===== src/source/cache_pkg.sv =====
package cache_pkg;

    // Address split is 28 bit tag, 2 bit set, 2 bit byte offset
    localparam int addr_w    = 32;
    localparam int data_w    = 32;
    localparam int set_count = 4;
    localparam int set_w     = 2;
    localparam int tag_w     = 28;
    localparam int off_w     = addr_w - tag_w - set_w;   // Byte offset is ignored

    typedef struct packed {
        logic [tag_w-1:0] tag;
        logic [set_w-1:0] set;
        logic [off_w-1:0] offset;
    } cache_addr_fields_t;

    // Same word seen as a raw bus address or as its cache fields
    typedef union packed {
        logic [addr_w-1:0]  raw;
        cache_addr_fields_t f;
    } cache_addr_u;

endpackage


===== src/source/way_if.sv =====
`timescale 1ns/1ps

interface way_if;

    logic [cache_pkg::set_w-1:0]  set;         // Set index of the current request
    logic [cache_pkg::tag_w-1:0]  tag;         // Tag to compare against
    logic                         fill;        // One cycle write strobe
    logic [cache_pkg::data_w-1:0] fill_data;   // Word from backing memory
    logic                         hit;
    logic [cache_pkg::data_w-1:0] data;

    modport ctrl (
        output set,
        output tag,
        output fill,
        output fill_data,
        input  hit,
        input  data
    );

    modport way (
        input  set,
        input  tag,
        input  fill,
        input  fill_data,
        output hit,
        output data
    );

    modport sel (
        input  set,
        input  hit,
        input  data
    );

endinterface


===== src/source/cache_ctrl.sv =====
`timescale 1ns/1ps

module cache_ctrl (
    input  logic        clk,
    input  logic        rst,

    input  logic        cpu_cyc,
    input  logic        cpu_stb,
    input  logic        cpu_we,
    input  logic [31:0] cpu_adr,
    input  logic [31:0] cpu_dat_w,
    output logic [31:0] cpu_dat_r,
    output logic        cpu_ack,
    output logic        cpu_err,

    output logic        mem_cyc,
    output logic        mem_stb,
    output logic        mem_we,
    output logic [31:0] mem_adr,
    input  logic [31:0] mem_dat_r,
    input  logic        mem_ack,

    way_if.ctrl         w0,
    way_if.ctrl         w1,
    input  logic        any_hit,
    input  logic [31:0] hit_data,
    input  logic        victim,
    output logic        touch
);

    enum logic [1:0] {
        idle,
        lookup,
        refill,
        respond
    } state;

    cache_pkg::cache_addr_u addr;   // Latched request address
    logic                   we_q;
    logic                   fill_now;

    always_ff @(posedge clk) begin
        if (rst) begin
            state   <= idle;
            cpu_ack <= 1'b0;
            cpu_err <= 1'b0;
            mem_cyc <= 1'b0;
            mem_stb <= 1'b0;
        end else begin
            case (state)
                idle: begin
                    if (cpu_cyc && cpu_stb) begin
                        state <= lookup;
                    end
                end
                lookup: begin
                    if (we_q) begin
                        cpu_err <= 1'b1;   // Writes not supported
                        state   <= respond;
                    end else if (any_hit) begin
                        cpu_ack <= 1'b1;
                        state   <= respond;
                    end else begin
                        mem_cyc <= 1'b1;
                        mem_stb <= 1'b1;
                        state   <= refill;
                    end
                end
                refill: begin
                    if (mem_ack) begin
                        mem_cyc <= 1'b0;
                        mem_stb <= 1'b0;
                        cpu_ack <= 1'b1;
                        state   <= respond;
                    end
                end
                respond: begin
                    // Master samples ack/err here and drops stb
                    cpu_ack <= 1'b0;
                    cpu_err <= 1'b0;
                    state   <= idle;
                end
                default: begin
                    state <= idle;
                end
            endcase
        end
    end

    // Request payload and read data
    always_ff @(posedge clk) begin
        if (state == idle && cpu_cyc && cpu_stb) begin
            addr.raw <= cpu_adr;
            we_q     <= cpu_we;
        end
        if (state == lookup && !we_q && any_hit) begin
            cpu_dat_r <= hit_data;
        end else if (state == refill && mem_ack) begin
            cpu_dat_r <= mem_dat_r;
        end
    end

    assign fill_now = (state == refill) && mem_ack;

    // LRU moves on a hit in lookup or when the refill word lands
    assign touch = (state == lookup && !we_q && any_hit) || fill_now;

    assign w0.set       = addr.f.set;
    assign w0.tag       = addr.f.tag;
    assign w0.fill      = fill_now && !victim;
    assign w0.fill_data = mem_dat_r;

    assign w1.set       = addr.f.set;
    assign w1.tag       = addr.f.tag;
    assign w1.fill      = fill_now && victim;
    assign w1.fill_data = mem_dat_r;

    assign mem_we  = 1'b0;   // Read-only master
    assign mem_adr = {addr.f.tag, addr.f.set, {cache_pkg::off_w{1'b0}}};

endmodule


===== src/source/cache_top.sv =====
`timescale 1ns/1ps

module cache_top (
    input  logic        clk,
    input  logic        rst,

    // Processor side, Wishbone slave
    input  logic        cpu_cyc,
    input  logic        cpu_stb,
    input  logic        cpu_we,
    input  logic [31:0] cpu_adr,
    input  logic [31:0] cpu_dat_w,
    output logic [31:0] cpu_dat_r,
    output logic        cpu_ack,
    output logic        cpu_err,

    // Memory side, Wishbone master
    output logic        mem_cyc,
    output logic        mem_stb,
    output logic        mem_we,
    output logic [31:0] mem_adr,
    input  logic [31:0] mem_dat_r,
    input  logic        mem_ack
);

    logic        any_hit;
    logic [31:0] hit_data;
    logic        victim;
    logic        touch;

    way_if w0_if ();
    way_if w1_if ();

    cache_way u_way0 (
        .clk  (clk),
        .rst  (rst),
        .port (w0_if.way)
    );

    cache_way u_way1 (
        .clk  (clk),
        .rst  (rst),
        .port (w1_if.way)
    );

    cache_way_select u_sel (
        .clk      (clk),
        .rst      (rst),
        .w0       (w0_if.sel),
        .w1       (w1_if.sel),
        .touch    (touch),
        .any_hit  (any_hit),
        .hit_data (hit_data),
        .victim   (victim)
    );

    cache_ctrl u_ctrl (
        .clk       (clk),
        .rst       (rst),
        .cpu_cyc   (cpu_cyc),
        .cpu_stb   (cpu_stb),
        .cpu_we    (cpu_we),
        .cpu_adr   (cpu_adr),
        .cpu_dat_w (cpu_dat_w),
        .cpu_dat_r (cpu_dat_r),
        .cpu_ack   (cpu_ack),
        .cpu_err   (cpu_err),
        .mem_cyc   (mem_cyc),
        .mem_stb   (mem_stb),
        .mem_we    (mem_we),
        .mem_adr   (mem_adr),
        .mem_dat_r (mem_dat_r),
        .mem_ack   (mem_ack),
        .w0        (w0_if.ctrl),
        .w1        (w1_if.ctrl),
        .any_hit   (any_hit),
        .hit_data  (hit_data),
        .victim    (victim),
        .touch     (touch)
    );

endmodule


===== src/source/cache_way.sv =====
`timescale 1ns/1ps

module cache_way (
    input logic clk,
    input logic rst,
    way_if.way  port
);

    logic [cache_pkg::set_count-1:0] valid;
    logic [cache_pkg::tag_w-1:0]     tags [cache_pkg::set_count];
    logic [cache_pkg::data_w-1:0]    words [cache_pkg::set_count];

    logic                            entry_valid;
    logic [cache_pkg::tag_w-1:0]     entry_tag;

    always_ff @(posedge clk) begin
        if (rst) begin
            valid <= '0;
        end else if (port.fill) begin
            valid[port.set] <= 1'b1;
        end
    end

    always_ff @(posedge clk) begin
        if (port.fill) begin
            tags[port.set]  <= port.tag;
            words[port.set] <= port.fill_data;
        end
    end

    // Combinational lookup of the selected set
    always_comb begin
        entry_valid = valid[port.set];
        entry_tag   = tags[port.set];
    end

    assign port.hit  = entry_valid && (entry_tag == port.tag);
    assign port.data = words[port.set];   // Only meaningful when hit

endmodule


===== src/source/cache_way_select.sv =====
`timescale 1ns/1ps

module cache_way_select (
    input  logic        clk,
    input  logic        rst,
    way_if.sel          w0,
    way_if.sel          w1,
    input  logic        touch,
    output logic        any_hit,
    output logic [31:0] hit_data,
    output logic        victim
);

    logic [cache_pkg::set_count-1:0] lru;   // Bit set means way 1 is next victim
    logic                            used_way;

    assign any_hit = w0.hit | w1.hit;

    always_comb begin
        if (w1.hit) begin
            hit_data = w1.data;
        end else begin
            hit_data = w0.data;
        end
    end

    assign victim = lru[w0.set];

    // With no hit the access was a refill, which lands in the victim
    always_comb begin
        if (w1.hit) begin
            used_way = 1'b1;
        end else if (w0.hit) begin
            used_way = 1'b0;
        end else begin
            used_way = victim;
        end
    end

    always_ff @(posedge clk) begin
        if (rst) begin
            lru <= '0;   // Way 0 is victim everywhere
        end else if (touch) begin
            lru[w0.set] <= ~used_way;   // Other way goes next
        end
    end

endmodule


===== config.mk =====
export PLATFORM = sky130hd
export DESIGN_NAME = cache_top
export DESIGN_NICKNAME = d
export VERILOG_FILES = /design/src/source/cache_pkg.sv /design/src/source/way_if.sv /design/src/source/cache_ctrl.sv /design/src/source/cache_top.sv /design/src/source/cache_way.sv /design/src/source/cache_way_select.sv
export SDC_FILE = /design/constraint.sdc
export NUM_CORES = 1
export LEC_CHECK = 0
export ABC_AREA = 1
export BUFFER_PORTS_ARGS = -buffer_cell sky130_fd_sc_hd__clkbuf_2
export CAP_MARGIN = 20
export CORE_MARGIN = 4
export CORE_UTILIZATION = 50
export DETAILED_ROUTE_END_ITERATION = 6
export PLACE_DENSITY_LB_ADDON = 0.3
export SYNTH_ARGS = -nofsm -noshare
export SYNTH_HDL_FRONTEND = slang
export SYNTH_HIERARCHICAL = 1
export SYNTH_SLANG_ARGS = --single-unit

===== constraint.sdc =====
create_clock -name clk -period 7.4 [get_ports clk]
set_input_delay 0.37 -clock clk [delete_from_list [all_inputs] [get_ports clk]]
set_output_delay 0.37 -clock clk [all_outputs]
set_load 0.005 [all_outputs]

==> impl_metrics.json <==
{
  "status": "complete, no violations",
  "cp-end-kind": "flip-flop",
  "finalSetupViolCount": 0,
  "finalNonFillerCells": 2704,
  "layout.cells.most_common_list": "nand2_1 (845), edfxtp_1 (543), clkbuf_2 (133)",
  "clkSinkCount": 560,
  "die_x_um": 226,
  "dp_hpwl_um": 28500,
  "core-area_um2": 46800,
  "syn_inst": 2003,
  "cp.depth": 19,
  "r2r_end": "u_ctrl/cpu_dat_r[2]$_DFFE_PP_",
  "numCtsBuffers": 53,
  "path_buf_inv": 7,
  "wire_per_inst_um": 19.9,
  "yosysWarnings": 6,
  "io_pins": 171,
  "root_buffer": "clkbuf_16",
  "p_leak_nw": 10.4,
  "drv_cap": 0,
  "dieArea_um2": 51000,
  "critPathKind": "flip-flop to flip-flop",
  "worstHoldPathType": "input pin to flip-flop",
  "synth_compound_area_share_pct": 4.16,
  "drv_slew": 0,
  "tritoncts": "done",
  "place_area_um2": 24000,
  "antenna_found_initial": 5,
  "synthAdderAreaFrac_pct": 0.317,
  "routed_wl_um": 53700,
  "ys.flop_type": "edfxtp_1",
  "syn_area_per_cell_um2": 11.8,
  "place.gp.congestion": 0.799,
  "critPathArrivalTime_ps": 4950,
  "grt_usage_pct": 20.7,
  "crit_family": "buffers and inverters",
  "syn-cell-area_um2": 23700,
  "report.final.hold_viol_count": 0,
  "cp.required_ps": 7600,
  "synthSimpleGateAreaFrac_pct": 16.3,
  "slowest_delay_ps": 720,
  "final_util_pct": 56.1,
  "drive_above_1_share_pct": 14.6,
  "synthMuxAreaShare_pct": 1.98,
  "port_buffers": 133,
  "path_clk_slew_ps": 70,
  "fin_crit_ps": 4750,
  "dpl.cell_count": 2571,
  "grt_max_degree": 134,
  "clock_latency_ps": 580,
  "antenna_left": 0,
  "reg2regPathDepth": 19,
  "final_common_cell": "nand2_1",
  "grt_pass1_vias": 14000,
  "critPathSlowestCell": "buf_4",
  "r2r_slack_ps": 2650,
  "die_y_um": 226,
  "viasPerCell": 5.34,
  "fin_crit_sh_pct": 64.2,
  "ir_worst_vdd_uv": 173,
  "drc": 0,
  "synth-seq-cells": 560,
  "worst_setup_path_start_kind": "flip-flop",
  "fin_setup_tns_ps": 0,
  "grt-ovfl-total": 0,
  "post-place-ws_ps": 2580,
  "worstSetupEndpoint": "u_ctrl/cpu_dat_r[2]$_DFFE_PP_",
  "path_max_fanout": 66,
  "relSlewSlack_pct": 27.0,
  "synth_cell_types": 31,
  "area_growth_pct": 10.7,
  "core.rowCount": 79,
  "synth-async-reset-ratio_pct": 0,
  "cp_cell_sequence": "buf_4 -> inv_1 -> buf_4 -> nor2_2 -> buf_4 -> a21oi_1 -> nand2_1 -> nand2_1 -> nor2_1 -> nand2_1 -> nor2_1 -> nand2_1 -> nor2_1 -> inv_1 -> nand2_1 -> nand3_4 -> buf_4 -> nand2_2 -> buf_4",
  "clock_skew_ps": 18.3,
  "setup_slack_ps": 2650,
  "fmax_mhz": 211,
  "yosysSeqAreaShare_pct": 70.2,
  "synth_top_family_by_area": "simple AND/OR/NAND/NOR gates",
  "grt_pass1_wl_um": 81000,
  "worst_pin_slew_ps": 1100,
  "vias": 14400,
  "powerDensity_nw_per_um2": 281,
  "cts_setup_buffers": 0,
  "initial_core_util_pct": 50.7,
  "rsz0062_at_grt": "false",
  "synth_edf_count": 543,
  "drt_pass1_iterations": 5,
  "h-tree-depth": 2,
  "cts_resized": 0,
  "worstReg2RegStart": "u_ctrl/addr[3]$_DFFE_PP_",
  "cts_buffer_depth": 3,
  "drt_iter0_drc": 1246,
  "nets": 2159,
  "fin_area_um2": 26200,
  "startpoint": "u_ctrl/addr[3]$_DFFE_PP_",
  "synth-xor-area-share_pct": 0
}
repair_timing:
item,CTS,global route
hold endpoints to repair,29,1
hold buffers,29,1
endpoints found under the setup margin,0,0
worst min path at each step:
stage                            startpoint  slack [ps]                      endpoint  depth (start not counted)
2_1_floorplan  u_way0/valid[0]$_SDFFE_PP0P_         420  u_way0/valid[0]$_SDFFE_PP0P_                          2
3_3_place_gp   u_way0/valid[0]$_SDFFE_PP0P_         440  u_way0/valid[0]$_SDFFE_PP0P_                          2
3_5_place_dp   u_way0/valid[3]$_SDFFE_PP0P_         450  u_way0/valid[3]$_SDFFE_PP0P_                          2
4_1_cts                          cpu_adr[5]           2      u_ctrl/addr[5]$_DFFE_PP_                          1
5_1_grt                         cpu_adr[27]          20     u_ctrl/addr[27]$_DFFE_PP_                          1
6_report                        cpu_adr[27]          50     u_ctrl/addr[27]$_DFFE_PP_                          1
synthesized netlist by cell type, types with 8 or more instances:
master	n	share of area (%)
mux2_4	29	1.8
o21ai_0	8	0.17
edfxtp_1	543	69
buf_6	12	0.57
buf_2	27	0.57
nand3_1	75	1.6
clkbuf_1	27	0.43
buf_4	131	4.1
inv_1	74	1.2
a22oi_1	104	3.3
nor2_1	47	0.74
dfxtp_1	17	1.4
nand2_1	846	13
a21oi_1	14	0.30
per-stage QoR:
step | total power [W] | hold WS, ps
3_5_place_dp | 0.00460 | 453
6_report | 0.00737 | 45.2
5_1_grt | 0.00765 | 15.9
2_1_floorplan | 0.00438 | 425
3_3_place_gp | 0.00457 | 442
4_1_cts | 0.00741 | 2.08
cells by family (layout without fill, tap and decap cells):
logic type | after synthesis | in the layout
fa+ha+maj | 6 | 6
mux | 32 | 32
simple gates | 988 | 988
compound gates | 137 | 137
flops | 560 | 560
buf+inv | 279 | 368
other cells | 1 | 6
worst register-to-register path, delay by kind of cell, from the launching register on:
kind	cells	cell delay [ps]
buffers and inverters	7	2490
AO/OA/AOI/OAI	1	160
AND/OR/NAND/NOR	11	1300
flip-flops	1	400
power breakdown:
part	leakage, nW	internal [W]	switching [W]
clock network	0.896	0.00167	0.00114
registers	5.04	0.00364	0.000111
logic	4.51	0.000265	0.000540
routing by layer:
metal | track usage, % | share of wire (%) | vias to the layer above
li1 | - | - | 6817
met5 | 0 | 0.019 | -
met1 | 28.8 | 43 | 7026
met4 | 6.68 | 2.9 | 2
met2 | 33.3 | 47 | 489
met3 | 3.99 | 7.4 | 107
registers in the layout, summed over array words and instances (netlist names), 2 cells and up:
name and flops:
u_ctrl/addr 30, u_ctrl/cpu_dat_r 32, u_ctrl/state 2, u_sel/lru 4
u_way0/tags 112, u_way0/valid 4, u_way0/words 128, u_way1/tags 112
u_way1/valid 4, u_way1/words 128
layout make-up:
type	instances	area, um2
fillers	3650	20500
flip-flops and latches	560	16600
multi-input cells	1166	5460
clock buffers	63	1480
repair buffers	191	1210
well taps	607	759
clock inverters	35	367
inverters	79	297
diodes	3	7.51
Note: power is estimated with default switching activity, not from simulation.
